**src/rtl/cache_be_defs.svh**
```systemverilog
`ifndef CACHE_BE_DEFS_SVH
`define CACHE_BE_DEFS_SVH

// front-end byte address and word
`define CACHE_FE_ADDR_W 32
`define CACHE_FE_DATA_W 32

// memory word, two front-end words wide
`define CACHE_BE_DATA_W 64

// line geometry
`define CACHE_WORD_OFF_W 3   // 8 front-end words per line
`define CACHE_LINE2MEM_W 2   // 4 memory beats per line

// write-through buffer
`define CACHE_WTB_DEPTH 4

`endif
```
**src/rtl/cache_be_pkg.sv**
```systemverilog
`include "cache_be_defs.svh"

package cache_be_pkg;

   // front-end side
   typedef logic [`CACHE_FE_DATA_W-1:0]   fe_word_t;
   typedef logic [`CACHE_FE_DATA_W/8-1:0] fe_strb_t;
   typedef logic [`CACHE_FE_ADDR_W-3:0]   fe_waddr_t;   // byte addr without 2 lsbs

   // memory side
   typedef logic [`CACHE_BE_DATA_W-1:0]   be_word_t;
   typedef logic [`CACHE_BE_DATA_W/8-1:0] be_strb_t;
   typedef logic [`CACHE_FE_ADDR_W-1:0]   be_addr_t;

   // line and beat
   typedef logic [`CACHE_FE_ADDR_W-3-`CACHE_WORD_OFF_W:0] line_addr_t;   // 27 bits
   typedef logic [`CACHE_LINE2MEM_W-1:0]                  beat_idx_t;

   // one pending write in the buffer
   typedef struct packed {
      fe_waddr_t addr;
      fe_word_t  wdata;
      fe_strb_t  wstrb;
   } wtb_entry_t;

endpackage

```
**src/rtl/cache_back_end.sv**
```systemverilog
`timescale 1ns/100ps
`include "cache_be_defs.svh"

module cache_back_end
   (
    input  logic                     clk,
    input  logic                     reset,
    input  logic                     write_valid,
    input  cache_be_pkg::fe_waddr_t  write_addr,
    input  cache_be_pkg::fe_word_t   write_wdata,
    input  cache_be_pkg::fe_strb_t   write_wstrb,
    output logic                     write_ready,
    input  logic                     replace_valid,
    input  cache_be_pkg::line_addr_t replace_addr,
    output logic                     replace_ready,
    output logic                     read_valid,
    output cache_be_pkg::beat_idx_t  read_addr,
    output cache_be_pkg::be_word_t   read_rdata,
    output logic                     mem_valid,
    output cache_be_pkg::be_addr_t   mem_addr,
    output cache_be_pkg::be_word_t   mem_wdata,
    output cache_be_pkg::be_strb_t   mem_wstrb,
    input  cache_be_pkg::be_word_t   mem_rdata,
    input  logic                     mem_ready
    );

   import cache_be_pkg::*;

   logic       wtb_valid;
   wtb_entry_t wtb_entry;
   logic       wtb_ready;
   logic       writes_drained;

   logic       write_mem_valid;
   be_addr_t   write_mem_addr;
   be_word_t   write_mem_wdata;
   be_strb_t   write_mem_wstrb;
   logic       write_mem_ready;

   logic       refill_mem_valid;
   be_addr_t   refill_mem_addr;
   logic       refill_mem_ready;

   write_through_buffer #(.DEPTH(`CACHE_WTB_DEPTH)) wtb0
     (.clk(clk), .reset(reset),
      .in_valid(write_valid), .in_ready(write_ready),
      .in_addr(write_addr), .in_wdata(write_wdata), .in_wstrb(write_wstrb),
      .out_valid(wtb_valid), .out_entry(wtb_entry), .out_ready(wtb_ready));

   write_through_ctrl wr_ctrl0
     (.clk(clk), .reset(reset),
      .wtb_valid(wtb_valid), .wtb_entry(wtb_entry), .wtb_ready(wtb_ready),
      .writes_drained(writes_drained),
      .write_mem_valid(write_mem_valid), .write_mem_addr(write_mem_addr),
      .write_mem_wdata(write_mem_wdata), .write_mem_wstrb(write_mem_wstrb),
      .write_mem_ready(write_mem_ready));

   line_refill_ctrl rf_ctrl0
     (.clk(clk), .reset(reset),
      .replace_valid(replace_valid), .replace_addr(replace_addr),
      .replace_ready(replace_ready), .writes_drained(writes_drained),
      .refill_mem_valid(refill_mem_valid), .refill_mem_addr(refill_mem_addr),
      .refill_mem_ready(refill_mem_ready), .mem_rdata(mem_rdata),
      .read_valid(read_valid), .read_addr(read_addr), .read_rdata(read_rdata));

   mem_port_arbiter arb0
     (.clk(clk), .reset(reset),
      .refill_mem_valid(refill_mem_valid), .refill_mem_addr(refill_mem_addr),
      .write_mem_valid(write_mem_valid), .write_mem_addr(write_mem_addr),
      .write_mem_wdata(write_mem_wdata), .write_mem_wstrb(write_mem_wstrb),
      .refill_mem_ready(refill_mem_ready), .write_mem_ready(write_mem_ready),
      .mem_valid(mem_valid), .mem_addr(mem_addr), .mem_wdata(mem_wdata),
      .mem_wstrb(mem_wstrb), .mem_ready(mem_ready));

endmodule

```
**src/rtl/mem_port_arbiter.sv**
```systemverilog
`timescale 1ns/100ps

module mem_port_arbiter
   (
    input  logic                   clk,
    input  logic                   reset,
    input  logic                   refill_mem_valid,
    input  cache_be_pkg::be_addr_t refill_mem_addr,
    input  logic                   write_mem_valid,
    input  cache_be_pkg::be_addr_t write_mem_addr,
    input  cache_be_pkg::be_word_t write_mem_wdata,
    input  cache_be_pkg::be_strb_t write_mem_wstrb,
    output logic                   refill_mem_ready,
    output logic                   write_mem_ready,
    output logic                   mem_valid,
    output cache_be_pkg::be_addr_t mem_addr,
    output cache_be_pkg::be_word_t mem_wdata,
    output cache_be_pkg::be_strb_t mem_wstrb,
    input  logic                   mem_ready
    );

   import cache_be_pkg::*;

   typedef enum logic [1:0] {own_none, own_refill, own_write} owner_t;

   owner_t owner_q;
   owner_t prio;
   owner_t grant;

   // refill wins a fresh pick
   assign prio = refill_mem_valid ? own_refill :
                 write_mem_valid  ? own_write  : own_none;

   always_comb
   begin
      case (owner_q)
         own_write: grant = own_write;   // held until mem_ready
         default:   grant = prio;        // a running burst keeps winning by priority
      endcase
   end

   always_ff @(posedge clk or posedge reset)
   begin
      if (reset)
         owner_q <= own_none;
      else if (grant == own_write && mem_ready)
         owner_q <= own_none;
      else
         owner_q <= grant;
   end

   assign mem_valid = ((grant == own_refill) && refill_mem_valid) ||
                      ((grant == own_write) && write_mem_valid);
   assign mem_addr  = (grant == own_write) ? write_mem_addr : refill_mem_addr;
   assign mem_wdata = (grant == own_write) ? write_mem_wdata : '0;
   assign mem_wstrb = (grant == own_write) ? write_mem_wstrb : '0;   // zero strobes mark a read

   assign refill_mem_ready = (grant == own_refill) && mem_ready;
   assign write_mem_ready  = (grant == own_write) && mem_ready;

endmodule

```
**src/rtl/line_refill_ctrl.sv**
```systemverilog
`timescale 1ns/100ps

module line_refill_ctrl
   (
    input  logic                     clk,
    input  logic                     reset,
    input  logic                     replace_valid,
    input  cache_be_pkg::line_addr_t replace_addr,
    output logic                     replace_ready,
    input  logic                     writes_drained,
    output logic                     refill_mem_valid,
    output cache_be_pkg::be_addr_t   refill_mem_addr,
    input  logic                     refill_mem_ready,
    input  cache_be_pkg::be_word_t   mem_rdata,
    output logic                     read_valid,
    output cache_be_pkg::beat_idx_t  read_addr,
    output cache_be_pkg::be_word_t   read_rdata
    );

   import cache_be_pkg::*;

   typedef enum logic [1:0]
   {
      rf_idle,
      rf_burst,
      rf_end
   } rf_state_t;

   rf_state_t  state_q;
   line_addr_t line_q;
   beat_idx_t  beat_q;

   // hold off until every earlier write is in memory
   assign replace_ready = (state_q == rf_idle) && writes_drained;

   assign refill_mem_valid = (state_q == rf_burst);
   assign refill_mem_addr  = {line_q, beat_q, 3'b000};

   // beats go straight to the line array
   assign read_valid = (state_q == rf_burst) && refill_mem_ready;
   assign read_addr  = beat_q;
   assign read_rdata = mem_rdata;

   always_ff @(posedge clk)
   begin
      if (replace_valid && replace_ready)
         line_q <= replace_addr;
   end

   always_ff @(posedge clk or posedge reset)
   begin
      if (reset)
      begin
         state_q <= rf_idle;
         beat_q  <= '0;
      end
      else
      begin
         case (state_q)
            rf_idle:
            begin
               if (replace_valid && replace_ready)
               begin
                  state_q <= rf_burst;
                  beat_q  <= '0;
               end
            end
            rf_burst:
            begin
               if (refill_mem_ready)
               begin
                  beat_q <= beat_q + 1'b1;   // wraps to 0 after the last beat
                  if (&beat_q)
                     state_q <= rf_end;
               end
            end
            rf_end:
            begin
               state_q <= rf_idle;   // last beat settles in the line array
            end
            default: state_q <= rf_idle;
         endcase
      end
   end

endmodule

```
**src/rtl/write_through_ctrl.sv**
```systemverilog
`timescale 1ns/100ps
`include "cache_be_defs.svh"

module write_through_ctrl
   (
    input  logic                     clk,
    input  logic                     reset,
    input  logic                     wtb_valid,
    input  cache_be_pkg::wtb_entry_t wtb_entry,
    output logic                     wtb_ready,
    output logic                     writes_drained,
    output logic                     write_mem_valid,
    output cache_be_pkg::be_addr_t   write_mem_addr,
    output cache_be_pkg::be_word_t   write_mem_wdata,
    output cache_be_pkg::be_strb_t   write_mem_wstrb,
    input  logic                     write_mem_ready
    );

   import cache_be_pkg::*;

   typedef enum logic {wr_idle, wr_busy} wr_state_t;

   wr_state_t  state_q;
   wtb_entry_t entry_q;
   logic       word_sel;

   assign wtb_ready       = (state_q == wr_idle);
   assign write_mem_valid = (state_q == wr_busy);
   assign writes_drained  = (state_q == wr_idle) && !wtb_valid;

   assign word_sel = entry_q.addr[0];   // byte address bit 2
   assign write_mem_addr = {entry_q.addr[$bits(fe_waddr_t)-1:1], 3'b000};

   // place the word in its half, other half unstrobed
   assign write_mem_wdata = word_sel ?
                            {entry_q.wdata, {`CACHE_FE_DATA_W{1'b0}}} :
                            {{`CACHE_FE_DATA_W{1'b0}}, entry_q.wdata};
   assign write_mem_wstrb = word_sel ?
                            {entry_q.wstrb, {$bits(fe_strb_t){1'b0}}} :
                            {{$bits(fe_strb_t){1'b0}}, entry_q.wstrb};

   always_ff @(posedge clk)
   begin
      if (wtb_valid && wtb_ready)
         entry_q <= wtb_entry;
   end

   always_ff @(posedge clk or posedge reset)
   begin
      if (reset)
         state_q <= wr_idle;
      else
      begin
         case (state_q)
            wr_idle:
            begin
               if (wtb_valid)
                  state_q <= wr_busy;   // entry taken this edge
            end
            wr_busy:
            begin
               if (write_mem_ready)
                  state_q <= wr_idle;
            end
            default: state_q <= wr_idle;
         endcase
      end
   end

endmodule

```
**src/rtl/write_through_buffer.sv**
```systemverilog
`timescale 1ns/100ps
`include "cache_be_defs.svh"

module write_through_buffer
  #(
    parameter int DEPTH = `CACHE_WTB_DEPTH
    )
   (
    input  logic                    clk,
    input  logic                    reset,
    input  logic                    in_valid,
    output logic                    in_ready,
    input  cache_be_pkg::fe_waddr_t in_addr,
    input  cache_be_pkg::fe_word_t  in_wdata,
    input  cache_be_pkg::fe_strb_t  in_wstrb,
    output logic                    out_valid,
    output cache_be_pkg::wtb_entry_t out_entry,
    input  logic                    out_ready
    );

   import cache_be_pkg::*;

   localparam int PTR_W = (DEPTH > 1) ? $clog2(DEPTH) : 1;
   localparam int CNT_W = $clog2(DEPTH + 1);

   wtb_entry_t       mem [DEPTH];
   logic [PTR_W-1:0] wr_ptr;
   logic [PTR_W-1:0] rd_ptr;
   logic [CNT_W-1:0] count;
   logic             push;
   logic             pop;

   assign out_valid = (count != '0);
   assign in_ready  = (count != CNT_W'(DEPTH)) || out_ready;   // full but draining this cycle
   assign push      = in_valid && in_ready;
   assign pop       = out_valid && out_ready;
   assign out_entry = mem[rd_ptr];

   always_ff @(posedge clk)
   begin
      if (push)
      begin
         mem[wr_ptr] <= '{addr: in_addr, wdata: in_wdata, wstrb: in_wstrb};
      end
   end

   always_ff @(posedge clk or posedge reset)
   begin
      if (reset)
      begin
         wr_ptr <= '0;
         rd_ptr <= '0;
         count  <= '0;
      end
      else
      begin
         if (push)
            wr_ptr <= (wr_ptr == PTR_W'(DEPTH - 1)) ? '0 : wr_ptr + 1'b1;
         if (pop)
            rd_ptr <= (rd_ptr == PTR_W'(DEPTH - 1)) ? '0 : rd_ptr + 1'b1;
         case ({push, pop})
            2'b10:   count <= count + 1'b1;
            2'b01:   count <= count - 1'b1;
            default: count <= count;   // both or neither
         endcase
      end
   end

endmodule

```
**config.mk**
```make
export PLATFORM = sky130hd
export DESIGN_NAME = cache_back_end
export DESIGN_NICKNAME = d
export VERILOG_FILES = /design/src/rtl/cache_be_pkg.sv /design/src/rtl/cache_back_end.sv /design/src/rtl/mem_port_arbiter.sv /design/src/rtl/line_refill_ctrl.sv /design/src/rtl/write_through_ctrl.sv /design/src/rtl/write_through_buffer.sv
export VERILOG_INCLUDE_DIRS = /design/src /design/src/rtl
export SDC_FILE = /design/constraint.sdc
export NUM_CORES = 1
export LEC_CHECK = 0
export BUFFER_PORTS_ARGS = -buffer_cell sky130_fd_sc_hd__buf_2
export CORE_ASPECT_RATIO = 1.4
export CORE_MARGIN = 1
export CORE_UTILIZATION = 58
export DETAILED_ROUTE_END_ITERATION = 16
export GPL_TIMING_DRIVEN = 0
export PLACE_DENSITY = 0.92
export RECOVER_POWER = 100
export SLEW_MARGIN = 30
export SYNTH_ARGS = -nofsm -noshare
export SYNTH_HDL_FRONTEND = slang
export SYNTH_SLANG_ARGS = --single-unit
```
**constraint.sdc**
```tcl
create_clock -name clk -period 8.5 [get_ports clk]
set_clock_uncertainty 0.2 [all_clocks]
set_input_delay 0.85 -clock clk [delete_from_list [all_inputs] [get_ports clk]]
set_output_delay 0.85 -clock clk [all_outputs]
set_load 0.02 [all_outputs]
```
; After elaboration in Yosys (flattened, before gate mapping)
; Memory sizes are Yosys's and may differ from the RTL's. A register that Yosys moved wholly into a read port is not among the register bits.
; Cells that the tools add are included.
[word_totals]
output_inout_bits = 174
regBits = 41
word_cells = 71
n_memories = 1
inputBits = 162
ramBits = 264
[classes]
n_addsub = 5
mux = 24
n_reduce_logical = 20
bitwise = 1
n_eq_ne = 12
[memory_table]
columns = name, words, width, read_ports, rd_ports_with_merged_regs, write_ports, line_no
row1 = wtb0.mem, 4, 66, 1, 1, 1, write_through_buffer.sv:26  ; wtb_entry_t mem [DEPTH];
[op_table]
columns = operator, n
row1 = $mux W64, 2
row2 = $mux W32, 1
row3 = $mux W2, 11
row4 = $mux W8, 2
row5 = $eq A2 B2 Y1 const B, 5
row6 = $logic_and A1 B1 Y1, 10
row7 = $pmux W2 S2, 2
row8 = $add A2 B1 Y2 const B, 3
row9 = $eq A2 B1 Y1 const B, 3
row10 = $ne A2 B2 Y1 const B, 3
row11 = $pmux W3 S2, 1
row12 = $reduce_and A3 Y1, 2
row13 = $mux W1, 4
row14 = $reduce_bool A2 Y1, 2
row15 = $add A3 B1 Y3 const B, 1
row16 = $ne A3 B3 Y1 const B, 1
row17 = $reduce_bool A3 Y1, 1
row18 = $sub A3 B1 Y3 const B, 1
row19 = $logic_not A2 Y1, 1
row20 = $logic_or A1 B1 Y1, 2
row21 = $pmux W1 S2, 1
row22 = $reduce_and A2 Y1, 1
row23 = $logic_not A1 Y1, 1
row24 = $not A1 Y1, 1

; Depth between registers and ports, before layout
[depth]
depth_word = 7
ltp_mapped = 10

; By module
; Synthesis repeated with hierarchy kept, for this count alone.
[unflattened]
cells_unflattened = 812
hier_area_um2 = 15288.4
[by_module_without_submodules]
columns = mod, cells_per_inst, area_each_um2, instances
row1 = write_through_buffer, 389, 9967.1, 1
row2 = write_through_ctrl, 184, 2758.9, 1
row3 = line_refill_ctrl, 113, 1537.7, 1
row4 = mem_port_arbiter, 126, 1024.7, 1

; Worst setup path before layout
; Ideal clock, no wire load.
[synth_path]
path_kind = flip-flop to flip-flop
from = register wr_ctrl0.state_q, in the netlist wr_ctrl0.write_mem_valid
to = register wtb0.count[2]
stages_incl_launch_ff = 8
setup_ps = 79
t_arrival_ps = 4757
slack_ps = 3463
required_time_ps = 8221
path_cell_list = dfrtp_1 > nor2_1 > ha_1 > inv_1 > fa_1 > xor2_1 > nor2_1 > xor2_1
[synth_between]
word_cells_on_any_way = 8
cone_classes = eq/ne: 2 / mux: 1 / bitwise: 1 / reduce/logical: 4
[synth_rtl]
columns = item, line_no
row1 = start: declaration, write_through_ctrl.sv:23  ; wr_state_t state_q;
row2 = start signal: assignment, write_through_ctrl.sv:51  ; state_q <= wr_idle;
row3 = start signal: assignment, write_through_ctrl.sv:58  ; state_q <= wr_busy;
row4 = start signal: assignment, write_through_ctrl.sv:63  ; state_q <= wr_idle;
row5 = $not A1 Y1 (*), write_through_ctrl.sv:27  ; assign wtb_ready = (state_q == wr_idle);
row6 = $logic_and A1 B1 Y1 (*), write_through_buffer.sv:36  ; assign pop = out_valid && out_ready;
row7 = net wtb0.pop, write_through_buffer.sv:31  ; logic pop;
row8 = $eq A2 B1 Y1 / $eq A2 B2 Y1 (equally long branches), write_through_buffer.sv:61  ; case ({push, pop})
row9 = $pmux W3 S2 / $reduce_bool A2 Y1 (equally long branches), --
row10 = end signal: assignment, write_through_buffer.sv:62  ; 2'b10: count <= count + 1'b1;
row11 = end signal: assignment, write_through_buffer.sv:63  ; 2'b01: count <= count - 1'b1;
row12 = end signal: assignment, write_through_buffer.sv:64  ; default: count <= count;
row13 = end: declaration, write_through_buffer.sv:29  ; logic [CNT_W-1:0] count;
; The timed path passes the listed nets; every way through them passes the cells marked *.
; A chain may end at the register's enable or synchronous reset.

; Worst setup path after layout
[layout_path]
from = register wtb0.count[0]
to = memory wtb0.mem[3][53] in the netlist's numbering, enable pin
[layout_between]
elab_chain_len = 5
[layout_lines]
columns = item, line_no
row1 = $ne A3 B3 Y1, write_through_buffer.sv:34  ; assign in_ready = (count != CNT_W'(DEPTH)) || out_ready;
row2 = $logic_or A1 B1 Y1, write_through_buffer.sv:34
row3 = $logic_and A1 B1 Y1, write_through_buffer.sv:35  ; assign push = in_valid && in_ready;
row4 = $mux W1, write_through_buffer.sv:41  ; if (push)
row5 = $mux W1 (implied by the code), write_through_buffer.sv:43  ; mem[wr_ptr] <= '{addr: in_addr, wdata: in_wdata, wstrb: in_wstrb};
row6 = end: declaration, write_through_buffer.sv:26
; No other way between the ends.

==> results.toml <==
[floorplan]
core_mm2 = 0.0247
die_y_um = 189
io_pins = 336
initial_core_util_pct = 59.0
die-area_mm2 = 0.0257
fp-row-count = 68
fp.dieW_um = 136

[run_status]
violations = "capacitance limit, slew limit"
outcome = "finished, violations left"

[routing]
wl_mm = 32.4
vias = 7605
drc = 0
via_per_inst = 5.60
ant_nets = 0
route.met2.wl_mm = 17.9
top_layer_used = "met5"
drtIter0Drc = 535
m1WireLength_mm = 10.9
wl_met3_mm = 2.50
wl_per_cell_um = 23.9
firstDrtPassIters = 5

[power]
power_density_mw_per_mm2 = 372
p_seq_share_pct = 44.1
switching_share_pct = 32.9
p_clk_share_pct = 24.0
pwr-share-comb_pct = 31.9
intPower_mw = 4.26
ir_drop_uv = 242
p_leak_nw = 5.94
p_sw_mw = 2.09

[layout]
fin_nets = 1178
fillCellCount = 1645
multi_input_area_mm2 = 0.00265
design_area_mm2 = 0.0171
register_area_mm2 = 0.0111
layout_commonest_cell = "edfxtp_1"
area_growth_pct = 17.2
final_cell_mix = "edfxtp_1, clkbuf_1, buf_2"
drive_gt1_share_pct = 28.3

[cts]
cts_made_buffers = 34
clock_sinks = 371
ctsRootBufferMaster = "clkbuf_16"
cts_tree = "yes"
htreeDepth = 2
path_clk_slew_ns = 0.07
ctsHoldBuffers = 0
cts_resized = 0
clock_latency_ns = 0.52
cts_max_path_buffers = 3
cts_setup_buffers = 0

[worst_setup_path]
arrival_ns = 4.68
cp-end-kind = "flop"
criticalPathCategory = "flop to flop"
worstSetupStartpointType = "flop"
crit_path_max_fanout = 24
cp.required_ns = 8.41

[global_routing]
grt-ovfl-total = 0
antenna_found_initial = 11
grt_pass1_wl_mm = 46.0
grt_max_degree = 42
grt_pass1_vias = 7704
grtUsageTotal_pct = 25.5

[sta]
final_hold_viol_count = 0
setup_viol = 0
period_share_pct = 56.2
worst_slew_pin_slew_ns = 2.83
timing.slew.headroom_pct = -88.8
period_minus_slack_ns = 4.77
final_max_slew_viol_count = 205
tns_ns = 0
fmax_mhz = 209
rsz0062_at_grt = "false"

[yosys]
yosysWarningCount = 0
synth_top_family_by_area = "multiplexers"
syn_inst = 692
syn_area_per_cell_um2 = 21.0
synth.cell_area_mm2 = 0.0146
synth_cell_types = 35
synthSimpleGateAreaFrac_pct = 4.40
muxShareOfSynthArea_pct = 12.8
synth-seq-cells = 371
synth_xor_area_share_pct = 0.181
synthAdderAreaFrac_pct = 0.739
yosysSeqAreaShare_pct = 76.1
synth-compound-area-share_pct = 0.301

[place]
place_area_mm2 = 0.0166
gp_congestion = 0.782
hpwl_mm = 22.0
port_buffers = 268

[hold_path]
hold_class = "input port to asynchronous set/reset pin"

[flow_run]
cap_violations = 7
[final timing paths]
check                                     startpoint                           endpoint  slack, ns  cells past startpoint
setup / recovery           wtb0.count[0]$_DFFE_PP0P_          wtb0.mem[3][53]$_DFFE_PP_       3.73                      5
hold / removal                                 reset  rf_ctrl0.read_addr[1]$_DFFE_PP0P_       0.21                      2
setup reg to reg           wtb0.count[0]$_DFFE_PP0P_          wtb0.mem[3][53]$_DFFE_PP_       3.73                      5
hold reg to reg            wtb0.count[2]$_DFFE_PP0P_          wtb0.count[2]$_DFFE_PP0P_       0.31                      1
max in group asynchronous                      reset          wtb0.count[0]$_DFFE_PP0P_       7.48                      2
min in group clk           wtb0.count[2]$_DFFE_PP0P_          wtb0.count[2]$_DFFE_PP0P_       0.31                      1
[cell families after synthesis]
logic type	Yosys count
mux	100
other cells	1
simple gates	100
compound gates	6
flops	371
buf+inv	103
xor+xnor	3
fa+ha+maj	8
[power groups by stage]
| stage | Clock, mW | Sequential [mW] | Combinational [mW] |
|---|---|---|---|
| after global placement | 0 | 2.84 | 2.13 |
| after detailed placement | 0 | 2.81 | 2.32 |
| after floorplan | 0 | 2.75 | 1.54 |
| after CTS | 1.54 | 2.78 | 2.34 |
| after global routing | 1.61 | 2.84 | 2.17 |
| final | 1.52 | 2.80 | 2.03 |
[synthesized netlist by cell type (all sizes together)]
cell type	count	area, µm²
a21o	1	7.51
a21oi	1	16.3
and2	74	465
and3	5	31.3
buf	93	758
conb	1	3.75
dfrtp	14	350
edfxtp	357	10700
fa	1	20.0
ha	7	87.6
inv	10	37.5
mux2	32	360
mux2i	2	20.0
mux4	66	1490
nand2	2	7.51
nand2b	1	13.8
nand3	3	15.0
nand3b	1	7.51
nand4	1	21.3
nor2	7	33.8
nor2b	3	28.8
nor3	2	10.0
o21ai	4	20.0
or2	1	6.26
xnor2	1	8.76
xor2	2	17.5
[sequential cells by signal (all words and copies together), names as in the netlist]
signal and cells:
rf_ctrl0.line_q 27, rf_ctrl0.state_q 2, wtb0.wr_ptr 2, wtb0.mem 264, arb0.owner_q 2, wtb0.rd_ptr 2, wtb0.count 3, wr_ctrl0.write_mem_addr 29
rf_ctrl0.read_addr 2, wr_ctrl0.write_mem_valid 1, wr_ctrl0.entry_q 37
[metrics by stage]
| stage | hold slack (ns) | worst slack (ns) | power (mW) | util (%) | std cells |
|---|---|---|---|---|---|
| after floorplan | 0.260 | 3.46 | 4.29 | - | 694 |
| after CTS | 0.232 | 5.18 | 6.66 | 71.7 | 1349 |
| after global routing | 0.259 | 3.39 | 6.61 | 69.1 | 1355 |
| final | 0.210 | 3.73 | 6.35 | 69.1 | 1358 |
| after global placement | 0.294 | 1.15 | 4.97 | 66.1 | 1277 |
| after detailed placement | 0.309 | 5.74 | 5.13 | 67.2 | 1287 |
[layout make-up]
cell class | instances | share of cell area, %
antenna | 9 | 0.132
buffer | 93 | 3.59
clock buffer | 42 | 5.35
clock inverter | 20 | 1.28
inverter | 10 | 0.220
multi-input combinational | 220 | 15.5
sequential | 371 | 64.9
tap | 315 | 2.31
timing repair buffer | 278 | 6.70
[critical path: stages (launching register included)]
cell and delay, ns:
dfrtp_1 0.40, inv_1 0.09, nand4_1 0.22, and3_1 1.09, clkbuf_1 1.21, clkbuf_1 1.13
[layer usage]
layer / global-route usage (%) / vias to the layer above
met1: 28.4 / 3864
li1: - / 3275
met3: 5.57 / 74
met2: 46.4 / 388
met4: 11.4 / 4
met5: 0 / -
(Power assumes the default switching activity.)
